<file path="src/design/csr_macros.svh">
`ifndef CSR_MACROS_SVH
`define CSR_MACROS_SVH

`define XLEN 64

// Machine information, read only
`define CSR_ADDR_MVENDORID      12'hf11
`define CSR_ADDR_MARCHID        12'hf12
`define CSR_ADDR_MIMPID         12'hf13
`define CSR_ADDR_MHARTID        12'hf14

// Machine trap setup and handling
`define CSR_ADDR_MSTATUS        12'h300
`define CSR_ADDR_MISA           12'h301
`define CSR_ADDR_MIE            12'h304
`define CSR_ADDR_MTVEC          12'h305
`define CSR_ADDR_MCOUNTINHIBIT  12'h320
`define CSR_ADDR_MSCRATCH       12'h340
`define CSR_ADDR_MEPC           12'h341
`define CSR_ADDR_MCAUSE         12'h342
`define CSR_ADDR_MTVAL          12'h343
`define CSR_ADDR_MIP            12'h344

// Machine counters
`define CSR_ADDR_MCYCLE         12'hb00
`define CSR_ADDR_MINSTRET       12'hb02

// Exception codes
`define ECODE_ILLEGAL_INSTR     4'd2
`define ECODE_BREAKPOINT        4'd3
`define ECODE_LOAD_MISALIGNED   4'd4
`define ECODE_STORE_MISALIGNED  4'd6
`define ECODE_ECALL_U           4'd8
`define ECODE_ECALL_M           4'd11

// Interrupt codes, also the bit positions in mie and mip
`define ECODE_M_SW_IRQ          4'd3
`define ECODE_M_TIMER_IRQ       4'd7
`define ECODE_M_EXT_IRQ         4'd11

// RV64 with A, I, M and U
`define MISA_VALUE              64'h8000_0000_0010_1101

// Writable bits
`define MSTATUS_MASK            64'h0000_0000_0000_1888
`define MIE_MASK                64'h0000_0000_0000_0888
`define MCOUNTINHIBIT_MASK      64'h0000_0000_0000_0005

`endif

</file>
<file path="src/design/csr_cmd_pkg.sv">
package csr_cmd_pkg;

   typedef enum logic [3:0]
   {
      e_csrrw                = 4'd0,
      e_csrrs                = 4'd1,
      e_csrrc                = 4'd2,
      e_csrrwi               = 4'd3,
      e_csrrsi               = 4'd4,
      e_csrrci               = 4'd5,
      e_ecall                = 4'd6,
      e_ebreak               = 4'd7,
      e_mret                 = 4'd8,
      // Exceptions found by the pipeline
      e_exc_illegal          = 4'd9,
      e_exc_load_misaligned  = 4'd10,
      e_exc_store_misaligned = 4'd11,
      e_none                 = 4'd15
   } csr_op_e;

endpackage

</file>
<file path="src/design/csr_isa_pkg.sv">
`include "csr_macros.svh"

package csr_isa_pkg;

   // Only U and M are implemented
   typedef enum logic [1:0]
   {
      e_priv_u = 2'd0,
      e_priv_m = 2'd3
   } priv_e;

   typedef struct packed
   {
      logic [50:0] rsvd_63_13;
      priv_e       mpp;
      logic [2:0]  rsvd_10_8;
      logic        mpie;
      logic [2:0]  rsvd_6_4;
      logic        mie;
      logic [2:0]  rsvd_2_0;
   } mstatus_s;

   // Word view for CSR access, field view for trap entry and return
   typedef union packed
   {
      logic [`XLEN-1:0] word;
      mstatus_s         fields;
   } mstatus_u;

endpackage

</file>
<file path="src/design/csr_counters.sv">
`timescale 1ns/1ns
`include "csr_macros.svh"

module csr_counters
  (input                      clk_i
   , input                    rst_i
   , input                    instret_i
   , input [2:0]              cnt_we_i
   , input [`XLEN-1:0]        cnt_wdata_i
   , output logic [`XLEN-1:0] mcycle_o
   , output logic [`XLEN-1:0] minstret_o
   , output logic [`XLEN-1:0] mcountinhibit_o
   );

   logic [`XLEN-1:0] mcycle_r;
   logic [`XLEN-1:0] minstret_r;
   logic [`XLEN-1:0] mcountinhibit_r;

   // Bit 0 stops mcycle, bit 2 stops minstret
   always_ff @(posedge clk_i)
   begin
      if (rst_i)
      begin
         mcycle_r        <= '0;
         minstret_r      <= '0;
         mcountinhibit_r <= '0;
      end
      else
      begin
         if (cnt_we_i[0])
            mcycle_r <= cnt_wdata_i;
         else if (!mcountinhibit_r[0])
            mcycle_r <= mcycle_r + `XLEN'(1);

         if (cnt_we_i[1])
            minstret_r <= cnt_wdata_i;
         else if (!mcountinhibit_r[2])
            minstret_r <= minstret_r + `XLEN'(instret_i);

         if (cnt_we_i[2])
            mcountinhibit_r <= cnt_wdata_i & `MCOUNTINHIBIT_MASK;
      end
   end

   assign mcycle_o        = mcycle_r;
   assign minstret_o      = minstret_r;
   assign mcountinhibit_o = mcountinhibit_r;

   we_onehot_a : assert property (@(posedge clk_i) disable iff (rst_i) $onehot0(cnt_we_i));

endmodule

</file>
<file path="src/design/csr_file.sv">
`timescale 1ns/1ns
`include "csr_macros.svh"

module csr_file
  (input                                clk_i
   , input                              rst_i
   , input                              cmd_v_i
   , input csr_cmd_pkg::csr_op_e        cmd_op_i
   , input [11:0]                       cmd_addr_i
   , input [`XLEN-1:0]                  cmd_data_i
   , input [`XLEN-1:0]                  hartid_i
   , input csr_isa_pkg::priv_e          priv_i
   , input                              timer_irq_i
   , input                              software_irq_i
   , input                              external_irq_i
   , input                              instret_i
   , input                              trap_take_i
   , input                              mret_i
   , input csr_isa_pkg::mstatus_u       mstatus_n_i
   , input [`XLEN-1:0]                  mepc_n_i
   , input [`XLEN-1:0]                  mcause_n_i
   , input [`XLEN-1:0]                  mtval_n_i
   , output logic [`XLEN-1:0]           rdata_o
   , output logic                       illegal_o
   , output csr_isa_pkg::mstatus_u      mstatus_o
   , output logic [`XLEN-1:0]           mtvec_o
   , output logic [`XLEN-1:0]           mepc_o
   , output logic [`XLEN-1:0]           mie_o
   , output logic [`XLEN-1:0]           mip_o
   );

   import csr_isa_pkg::*;
   import csr_cmd_pkg::*;

   mstatus_u         mstatus_r;
   logic [`XLEN-1:0] mie_r, mtvec_r, mscratch_r, mip_r;
   logic [`XLEN-1:0] mepc_r, mcause_r, mtval_r;
   logic [`XLEN-1:0] mcycle, minstret, mcountinhibit;
   logic [2:0]       cnt_we;
   logic [`XLEN-1:0] src, wdata, rd_val, mip_n, mstatus_wr;
   logic             is_imm, is_csr_op, wr_req, known, csr_we;

   assign is_imm    = cmd_op_i inside {e_csrrwi, e_csrrsi, e_csrrci};
   assign is_csr_op = is_imm | (cmd_op_i inside {e_csrrw, e_csrrs, e_csrrc});
   assign src       = is_imm ? `XLEN'(cmd_data_i[4:0]) : cmd_data_i;

   // Set and clear with a zero source only read
   assign wr_req = is_csr_op & ((cmd_op_i inside {e_csrrw, e_csrrwi}) | (src != '0));

   always_comb
   begin
      rd_val = '0;
      known  = 1'b1;
      case (cmd_addr_i)
         `CSR_ADDR_MISA          : rd_val = `MISA_VALUE;
         `CSR_ADDR_MVENDORID     : rd_val = '0;
         `CSR_ADDR_MARCHID       : rd_val = '0;
         `CSR_ADDR_MIMPID        : rd_val = '0;
         `CSR_ADDR_MHARTID       : rd_val = hartid_i;
         `CSR_ADDR_MSTATUS       : rd_val = mstatus_r.word;
         `CSR_ADDR_MIE           : rd_val = mie_r;
         `CSR_ADDR_MTVEC         : rd_val = mtvec_r;
         `CSR_ADDR_MCOUNTINHIBIT : rd_val = mcountinhibit;
         `CSR_ADDR_MSCRATCH      : rd_val = mscratch_r;
         `CSR_ADDR_MEPC          : rd_val = mepc_r;
         `CSR_ADDR_MCAUSE        : rd_val = mcause_r;
         `CSR_ADDR_MTVAL         : rd_val = mtval_r;
         `CSR_ADDR_MIP           : rd_val = mip_r;
         `CSR_ADDR_MCYCLE        : rd_val = mcycle;
         `CSR_ADDR_MINSTRET      : rd_val = minstret;
         default                 : known = 1'b0;
      endcase
   end

   always_comb
   begin
      case (cmd_op_i)
         e_csrrw, e_csrrwi : wdata = src;
         e_csrrs, e_csrrsi : wdata = rd_val | src;
         e_csrrc, e_csrrci : wdata = rd_val & ~src;
         default           : wdata = '0;
      endcase
   end

   // Bits 11:10 of 2'b11 mark a read-only CSR
   // misa is read only too
   assign illegal_o = cmd_v_i & is_csr_op
                      & (~known | (priv_i < cmd_addr_i[9:8])
                         | (wr_req & ((cmd_addr_i[11:10] == 2'b11)
                                      | (cmd_addr_i == `CSR_ADDR_MISA))));

   assign csr_we = cmd_v_i & wr_req & ~trap_take_i & ~mret_i;

   always_comb
   begin
      mstatus_wr = wdata & `MSTATUS_MASK;
      // mpp only holds U or M
      mstatus_wr[12:11] = (wdata[12:11] == 2'b11) ? 2'b11 : 2'b00;
   end

   always_comb
   begin
      mip_n                     = '0;
      mip_n[`ECODE_M_SW_IRQ]    = software_irq_i;
      mip_n[`ECODE_M_TIMER_IRQ] = timer_irq_i;
      mip_n[`ECODE_M_EXT_IRQ]   = external_irq_i;
   end

   always_ff @(posedge clk_i)
   begin
      if (rst_i)
      begin
         mstatus_r.word <= '0;
         mie_r          <= '0;
         mtvec_r        <= '0;
         mscratch_r     <= '0;
         mepc_r         <= '0;
         mcause_r       <= '0;
         mtval_r        <= '0;
         mip_r          <= '0;
      end
      else
      begin
         mip_r <= mip_n;
         if (trap_take_i | mret_i)
         begin
            mstatus_r <= mstatus_n_i;
            if (trap_take_i)
            begin
               mepc_r   <= mepc_n_i;
               mcause_r <= mcause_n_i;
               mtval_r  <= mtval_n_i;
            end
         end
         else if (csr_we)
         begin
            case (cmd_addr_i)
               `CSR_ADDR_MSTATUS  : mstatus_r.word <= mstatus_wr;
               `CSR_ADDR_MIE      : mie_r <= wdata & `MIE_MASK;
               `CSR_ADDR_MTVEC    : mtvec_r <= {wdata[`XLEN-1:2], 2'b00};
               `CSR_ADDR_MSCRATCH : mscratch_r <= wdata;
               `CSR_ADDR_MEPC     : mepc_r <= {wdata[`XLEN-1:2], 2'b00};
               `CSR_ADDR_MCAUSE   : mcause_r <= wdata;
               `CSR_ADDR_MTVAL    : mtval_r <= wdata;
               default            : ;
            endcase
         end
      end
   end

   assign cnt_we[0] = csr_we & (cmd_addr_i == `CSR_ADDR_MCYCLE);
   assign cnt_we[1] = csr_we & (cmd_addr_i == `CSR_ADDR_MINSTRET);
   assign cnt_we[2] = csr_we & (cmd_addr_i == `CSR_ADDR_MCOUNTINHIBIT);

   csr_counters counters0
     (.clk_i            (clk_i)
      , .rst_i          (rst_i)
      , .instret_i      (instret_i)
      , .cnt_we_i       (cnt_we)
      , .cnt_wdata_i    (wdata)
      , .mcycle_o       (mcycle)
      , .minstret_o     (minstret)
      , .mcountinhibit_o(mcountinhibit)
      );

   assign rdata_o   = rd_val;
   assign mstatus_o = mstatus_r;
   assign mtvec_o   = mtvec_r;
   assign mepc_o    = mepc_r;
   assign mie_o     = mie_r;
   assign mip_o     = mip_r;

   // An illegal access traps, and the trap blocks every CSR and counter write
   no_illegal_wr_a : assert property (@(posedge clk_i) disable iff (rst_i)
      illegal_o |-> !csr_we);

endmodule

</file>
<file path="src/design/csr_trap_ctrl.sv">
`timescale 1ns/1ns
`include "csr_macros.svh"

module csr_trap_ctrl
  (input                                clk_i
   , input                              rst_i
   , input                              cmd_v_i
   , input csr_cmd_pkg::csr_op_e        cmd_op_i
   , input [`XLEN-1:0]                  epc_i
   , input [`XLEN-1:0]                  tval_i
   , input                              illegal_i
   , input csr_isa_pkg::mstatus_u       mstatus_i
   , input [`XLEN-1:0]                  mtvec_i
   , input [`XLEN-1:0]                  mepc_i
   , input [`XLEN-1:0]                  mie_i
   , input [`XLEN-1:0]                  mip_i
   , output csr_isa_pkg::priv_e         priv_o
   , output logic                       trap_take_o
   , output logic                       mret_o
   , output logic                       irq_o
   , output logic [`XLEN-1:0]           cause_o
   , output logic [`XLEN-1:0]           target_pc_o
   , output csr_isa_pkg::mstatus_u      mstatus_n_o
   , output logic [`XLEN-1:0]           mepc_n_o
   , output logic [`XLEN-1:0]           mcause_n_o
   , output logic [`XLEN-1:0]           mtval_n_o
   );

   import csr_isa_pkg::*;
   import csr_cmd_pkg::*;

   priv_e            priv_r, priv_n;
   logic             mret_cmd, mret_ill, is_ecall, exc_v, irq_v;
   logic [3:0]       ecode, icode;
   logic [`XLEN-1:0] pend;

   assign mret_cmd = cmd_v_i & (cmd_op_i == e_mret);
   assign mret_ill = mret_cmd & (priv_r == e_priv_u);
   assign is_ecall = cmd_v_i & (cmd_op_i == e_ecall);

   // Fixed exception priority
   always_comb
   begin
      exc_v = cmd_v_i;
      ecode = '0;
      if (illegal_i | mret_ill | (cmd_op_i == e_exc_illegal))
         ecode = `ECODE_ILLEGAL_INSTR;
      else if (cmd_op_i == e_ebreak)
         ecode = `ECODE_BREAKPOINT;
      else if (cmd_op_i == e_ecall)
         ecode = (priv_r == e_priv_u) ? `ECODE_ECALL_U : `ECODE_ECALL_M;
      else if (cmd_op_i == e_exc_load_misaligned)
         ecode = `ECODE_LOAD_MISALIGNED;
      else if (cmd_op_i == e_exc_store_misaligned)
         ecode = `ECODE_STORE_MISALIGNED;
      else
         exc_v = 1'b0;
   end

   // External first, then software, then timer
   assign pend = mie_i & mip_i;
   always_comb
   begin
      if (pend[`ECODE_M_EXT_IRQ])
         icode = `ECODE_M_EXT_IRQ;
      else if (pend[`ECODE_M_SW_IRQ])
         icode = `ECODE_M_SW_IRQ;
      else
         icode = `ECODE_M_TIMER_IRQ;
   end

   // Only in a cycle without a command
   assign irq_v = ~cmd_v_i & (mstatus_i.fields.mie | (priv_r == e_priv_u))
                  & (pend[`ECODE_M_EXT_IRQ] | pend[`ECODE_M_SW_IRQ] | pend[`ECODE_M_TIMER_IRQ]);

   assign trap_take_o = exc_v | irq_v;
   assign mret_o      = mret_cmd & ~mret_ill;
   assign irq_o       = irq_v;
   assign cause_o     = {irq_v, {(`XLEN-5){1'b0}}, irq_v ? icode : ecode};
   assign target_pc_o = trap_take_o ? mtvec_i : (mret_o ? mepc_i : '0);
   assign mepc_n_o    = epc_i;
   assign mcause_n_o  = cause_o;
   assign mtval_n_o   = (irq_v | is_ecall) ? '0 : tval_i;

   always_comb
   begin
      mstatus_n_o = mstatus_i;
      priv_n      = priv_r;
      if (trap_take_o)
      begin
         mstatus_n_o.fields.mpp  = priv_r;
         mstatus_n_o.fields.mpie = mstatus_i.fields.mie;
         mstatus_n_o.fields.mie  = 1'b0;
         priv_n                  = e_priv_m;
      end
      else if (mret_o)
      begin
         mstatus_n_o.fields.mie  = mstatus_i.fields.mpie;
         mstatus_n_o.fields.mpie = 1'b1;
         mstatus_n_o.fields.mpp  = e_priv_u;
         priv_n                  = mstatus_i.fields.mpp;
      end
   end

   always_ff @(posedge clk_i)
   begin
      if (rst_i)
         priv_r <= e_priv_m;
      else
         priv_r <= priv_n;
   end

   assign priv_o = priv_r;

   trap_mret_excl_a : assert property (@(posedge clk_i) disable iff (rst_i)
      !(trap_take_o && mret_o));

endmodule

</file>
<file path="src/design/csr_unit.sv">
`timescale 1ns/1ns
`include "csr_macros.svh"

module csr_unit
  (input                                clk_i
   , input                              rst_i
   , input                              cmd_v_i
   , input csr_cmd_pkg::csr_op_e        cmd_op_i
   , input [11:0]                       cmd_addr_i
   , input [`XLEN-1:0]                  cmd_data_i
   , input [`XLEN-1:0]                  epc_i
   , input [`XLEN-1:0]                  tval_i
   , input                              timer_irq_i
   , input                              software_irq_i
   , input                              external_irq_i
   , input                              instret_i
   , input [`XLEN-1:0]                  hartid_i
   , output logic                       resp_v_o
   , output logic [`XLEN-1:0]           rdata_o
   , output logic                       illegal_o
   , output logic                       trap_o
   , output logic                       irq_o
   , output logic [`XLEN-1:0]           cause_o
   , output logic [`XLEN-1:0]           target_pc_o
   , output csr_isa_pkg::priv_e         priv_o
   );

   import csr_isa_pkg::*;

   priv_e            priv;
   mstatus_u         mstatus, mstatus_n;
   logic [`XLEN-1:0] rdata, mtvec, mepc, mie, mip;
   logic [`XLEN-1:0] cause, target_pc, mepc_n, mcause_n, mtval_n;
   logic             illegal, trap_take, mret, irq;

   csr_file file0
     (.clk_i           (clk_i)
      , .rst_i         (rst_i)
      , .cmd_v_i       (cmd_v_i)
      , .cmd_op_i      (cmd_op_i)
      , .cmd_addr_i    (cmd_addr_i)
      , .cmd_data_i    (cmd_data_i)
      , .hartid_i      (hartid_i)
      , .priv_i        (priv)
      , .timer_irq_i   (timer_irq_i)
      , .software_irq_i(software_irq_i)
      , .external_irq_i(external_irq_i)
      , .instret_i     (instret_i)
      , .trap_take_i   (trap_take)
      , .mret_i        (mret)
      , .mstatus_n_i   (mstatus_n)
      , .mepc_n_i      (mepc_n)
      , .mcause_n_i    (mcause_n)
      , .mtval_n_i     (mtval_n)
      , .rdata_o       (rdata)
      , .illegal_o     (illegal)
      , .mstatus_o     (mstatus)
      , .mtvec_o       (mtvec)
      , .mepc_o        (mepc)
      , .mie_o         (mie)
      , .mip_o         (mip)
      );

   csr_trap_ctrl trap0
     (.clk_i        (clk_i)
      , .rst_i      (rst_i)
      , .cmd_v_i    (cmd_v_i)
      , .cmd_op_i   (cmd_op_i)
      , .epc_i      (epc_i)
      , .tval_i     (tval_i)
      , .illegal_i  (illegal)
      , .mstatus_i  (mstatus)
      , .mtvec_i    (mtvec)
      , .mepc_i     (mepc)
      , .mie_i      (mie)
      , .mip_i      (mip)
      , .priv_o     (priv)
      , .trap_take_o(trap_take)
      , .mret_o     (mret)
      , .irq_o      (irq)
      , .cause_o    (cause)
      , .target_pc_o(target_pc)
      , .mstatus_n_o(mstatus_n)
      , .mepc_n_o   (mepc_n)
      , .mcause_n_o (mcause_n)
      , .mtval_n_o  (mtval_n)
      );

   // Results appear one cycle after the accepting edge
   always_ff @(posedge clk_i)
   begin
      if (rst_i)
      begin
         resp_v_o    <= 1'b0;
         illegal_o   <= 1'b0;
         trap_o      <= 1'b0;
         irq_o       <= 1'b0;
         rdata_o     <= '0;
         cause_o     <= '0;
         target_pc_o <= '0;
      end
      else
      begin
         resp_v_o    <= cmd_v_i | irq;
         illegal_o   <= illegal;
         trap_o      <= trap_take;
         irq_o       <= irq;
         rdata_o     <= rdata;
         cause_o     <= cause;
         target_pc_o <= target_pc;
      end
   end

   // Mode register already changes at the accepting edge
   assign priv_o = priv;

endmodule

</file>
<file path="config.mk">
export PLATFORM = sky130hd
export DESIGN_NAME = csr_unit
export DESIGN_NICKNAME = d
export VERILOG_FILES = /design/src/design/csr_cmd_pkg.sv /design/src/design/csr_isa_pkg.sv /design/src/design/csr_counters.sv /design/src/design/csr_file.sv /design/src/design/csr_trap_ctrl.sv /design/src/design/csr_unit.sv
export VERILOG_INCLUDE_DIRS = /design/src /design/src/design
export SDC_FILE = /design/constraint.sdc
export NUM_CORES = 2
export LEC_CHECK = 0
export ABC_AREA = 0
export BUFFER_PORTS_ARGS = -buffer_cell sky130_fd_sc_hd__buf_4
export CAP_MARGIN = 30
export CORE_AREA = 5 5 299 301
export DETAILED_ROUTE_END_ITERATION = 16
export DIE_AREA = 0 0 304 306
export GPL_TIMING_DRIVEN = 0
export PLACE_DENSITY = 0.49
export SYNTH_ARGS = -nofsm -noshare
export SYNTH_HDL_FRONTEND = slang
export SYNTH_SLANG_ARGS = --single-unit
</file>
<file path="constraint.sdc">
create_clock -name clk_i -period 3.8 [get_ports clk_i]
set_input_delay 0.76 -clock clk_i [delete_from_list [all_inputs] [get_ports clk_i]]
set_output_delay 0.76 -clock clk_i [all_outputs]
set_load 0.05 [all_outputs]
</file>
==> results.yml <==
run_status:
  outcome: "finished with violations"
  failed_checks: "setup timing"
detailed_routing:
  drt-pass1-iter-count: 10
  detail_route.wl_per_cell_um: 37.6
  first_iter_violations: 5495
  detailroute.via_count: 35600
  remaining_drcs: 0
  routed_via_density: 6.58
  totalWireLength_um: 203000
  remaining_antenna_violation_count: 0
floorplan:
  die_h_um: 306
  design.portCount: 477
  die-area_mm2: 0.0930
  placementRows: 108
  start_util: 0.347
  die_w_um: 304
  core_area_mm2: 0.0863
clock_tree:
  numCtsBuffers: 73
  maximum_buffer_depth_of_the_clock_tree: 3
  cts_root_buffer: "clkbuf_16"
  insertion_delay_ns: 0.65
  htree_levels: 3
  tritoncts: "yes"
  clk_transition_reported_paths_ns: 0.06
  cts_num_sinks: 596
worst_setup_path:
  required_ns: 4.30
  critPathKind: "in -> reg"
  timing.critical_path.slowest_cell_delay_ns: 0.73
  worstSetupStartpointType: "input port"
  crit_path_cell_trace: "buf_4, and4b_1, clkbuf_1, clkbuf_2, clkdlybuf4s15_1, nand4_1, o2111ai_1, nor3_1, o21ai_2, buf_4, nor3_1, a211oi_1"
  endpoint_kind: "flip-flop"
  critPathSlowestCell: "nor3_1"
  cp.arrival_ns: 4.44
  critPathMaxFanout: 10
global_routing:
  pin_count_of_the_biggest_net_entering_global_routing: 20
  via_count_of_the_first_global_routing_pass: 33100
  antenna_found_initial: 11
  grt.total_usage: 0.410
  wire_length_of_the_first_global_routing_pass_um: 272000
  gr-total-overflow: 0
pwr:
  p_leak_nw: 14.1
  power.density_mw_per_mm2: 409
  vdd_ir_drop_max_uv: 276
  power.total_w: 0.0159
synth:
  muxShareOfSynthArea: 0.0202
  synth_edf_count: 0
  yosys-top-cells-area: "dfxtp_1 (40%), nor2_1 (4.2%), nor3_1 (3.8%)"
  yosysSeqAreaShare: 0.398
  synthesis.area_mm2: 0.0300
  yosysUniqueCellTypes: 88
  synth_flop_cell: "dfxtp_1"
  postSynthRegisterBits: 596
  cell_taking_the_most_area_after_synthesis: "dfxtp_1"
  synthesis.instances: 3565
  synth_adder_area_share: 0.00167
  yosysWarningCount: 0
  synthSimpleGateAreaFrac: 0.216
  synthDominantCellAreaShare: 0.398
  post_synth_xor_area_fraction: 0.0360
  combinational_family_with_the_most_area_after_synthesis: "compound AO/OA/AOI/OAI gates"
  synth_compound_area_frac: 0.256
  syn-mean-instance-area_um2: 8.40
  ys_async_sr_fraction: 0
sta:
  timing.fmax_mhz: 253
  hold_ws_ns: 0.318
  tightest_slew_ns: 1.24
  timing.final.crit_period_ns: 3.95
  grt_setup_unrepaired: "false"
  clock-skew-final_ns: 0.0178
  final_max_slew_viol_count: 0
  slew_headroom: 0.171
  postLayoutSetupSlackWorst_ns: -0.146
  final.period_utilization: 1.04
  finalSetupViolations: 28
  hold_viol_final: 0
finish:
  layout_cell_share_with_drive_strength_beyond_1: 0.224
  finalNetCount: 4464
  area_delta_synth_final_pct: 29.6
  final.fill_count: 8870
place:
  pre_cts_ws_ns: -1.73
  place.port_buffers: 413
  detailedPlacementHpwl_um: 154000
  globalplace.congestion: 1.04
run:
  max_cap_viol_count: 0
min_path:
  min-delay-path-class: "in -> reg"
[worst paths after layout]
check                  startpoint                           end  slack [ns]  cells past startpoint
min reg2reg  file0.mscratch_r[33]          file0.mscratch_r[33]        0.46                      2
max                 cmd_addr_i[8]  file0.counters0.mcycle_o[63]       -0.15                     12
max reg2reg       trap0.priv_o[1]               target_pc_o[29]       -0.05                     11
min                     epc_i[38]              file0.mepc_o[38]        0.32                      3
[where the power goes]
group          switching (W)  internal [W]  total [W]
Clock                0.00315       0.00446    0.00760
Sequential          0.000113       0.00636    0.00647
Combinational        0.00129      0.000539    0.00183
[synthesized netlist by cell type, types with 15 or more instances]
cell type / n
buf_2: 85
buf_4: 67
clkbuf_1: 222
and3_1: 39
and2_0: 20
o21ai_1: 31
o211ai_1: 56
nor3_1: 225
inv_1: 43
o31ai_1: 49
nor4_1: 29
o2111ai_1: 24
and4_1: 26
and2_1: 44
a22oi_1: 102
a311oi_1: 30
a221o_1: 30
nor2_1: 336
a31oi_1: 36
dfxtp_1: 596
nand3_1: 91
a211oi_1: 150
o32ai_1: 22
xor2_1: 60
xnor2_1: 63
nand4_1: 117
a222oi_1: 36
mux2i_1: 56
o2bb2ai_1: 15
a32oi_1: 46
nand2_1: 269
buf_1: 23
o21ai_0: 109
a22o_1: 115
a21oi_1: 118
[repair_timing]
action,4_1_cts,5_1_grt
setup buffers,9,11
hold buffers,0,0
resized for setup,126,106
endpoints found under the setup margin,512,432
pin swaps,4,8
[metrics by stage]
stage	instance area [µm²]	utilization	setup TNS, ns	std cells
3_5_place_dp	35400	0.410	-674.67	5241
4_1_cts	38500	0.445	0	5381
5_1_grt	38800	0.449	0	5394
2_1_floorplan	30200	-	0	3623
3_3_place_gp	34700	0.402	-1244.11	5191
6_report	38800	0.450	-1.28	5406
[metal layers]
metal,vias up,wire [µm],track usage
li1,14600,-,-
met2,2857,82400,0.594
met3,768,26300,0.138
met1,17300,76300,0.513
met4,6,18100,0.286
met5,-,37,0
[worst max-delay path: cells and delay by family]
family	cells	cell delay, ns
buffers and inverters	5	1.76
AND/OR/NAND/NOR	4	1.45
AO/OA/AOI/OAI	3	0.45
[cell families (layout without fill, tap and decap cells)]
| family | after synthesis | in the layout |
|---|---|---|
| adder cells (fa/ha/maj) | 4 | 4 |
| AO/OA/AOI/OAI | 1034 | 1034 |
| flip-flops | 596 | 596 |
| XOR/XNOR | 123 | 123 |
| buffers and inverters | 452 | 1068 |
| other | 1 | 71 |
| multiplexers | 60 | 60 |
| AND/OR/NAND/NOR | 1295 | 1295 |
[state kept, by name, summed over array words and instances, names as in the netlist, 62 cells and up]
name                        cells
file0.counters0.mcycle_o       64
file0.counters0.minstret_o     64
file0.mcause_r                 64
file0.mepc_o                   64
file0.mscratch_r               64
file0.mtval_r                  64
file0.mtvec_o                  62
rdata_o                        64
target_pc_o                    64
[layout make-up]
class | count | area [µm²] | share of cell area
Clock inverter | 35 | 438 | 0.0113
Clock buffer | 98 | 2100 | 0.0542
Inverter | 44 | 165 | 0.00425
Multi-Input combinational cell | 2575 | 16600 | 0.426
Antenna cell | 12 | 30.0 | 0.000773
Buffer | 406 | 2180 | 0.0561
Timing Repair Buffer | 485 | 3990 | 0.103
Tap cell | 1155 | 1450 | 0.0372
Sequential cell | 596 | 11900 | 0.307
[cell usage in the layout (no fill, tap or decap), types with 21 or more instances in the layout]
| cell type | count |
|---|---|
| clkbuf_1 | 174 |
| clkbuf_2 | 50 |
| a32oi_1 | 46 |
| nor3_1 | 220 |
| o32ai_1 | 22 |
| conb_1 | 59 |
| and2_1 | 44 |
| o211ai_1 | 56 |
| a211oi_1 | 150 |
| and3_1 | 39 |
| a22o_1 | 114 |
| a31oi_1 | 34 |
| dfxtp_1 | 596 |
| a21oi_1 | 114 |
| buf_2 | 69 |
| xor2_1 | 60 |
| nor2_1 | 329 |
| xnor2_1 | 63 |
| nand4_1 | 117 |
| o2111ai_1 | 24 |
| mux2i_1 | 56 |
| nor4_1 | 22 |
| a22oi_1 | 102 |
| a311oi_1 | 29 |
| inv_1 | 43 |
| a221o_1 | 29 |
| clkbuf_16 | 75 |
| nand2_1 | 263 |
| and4_1 | 26 |
| o21ai_2 | 21 |
| buf_4 | 518 |
| buf_8 | 34 |
| nand3_1 | 85 |
| buf_6 | 27 |
| a222oi_1 | 36 |
| o21ai_0 | 108 |
| o31ai_1 | 49 |
(Power assumes the default switching activity.)
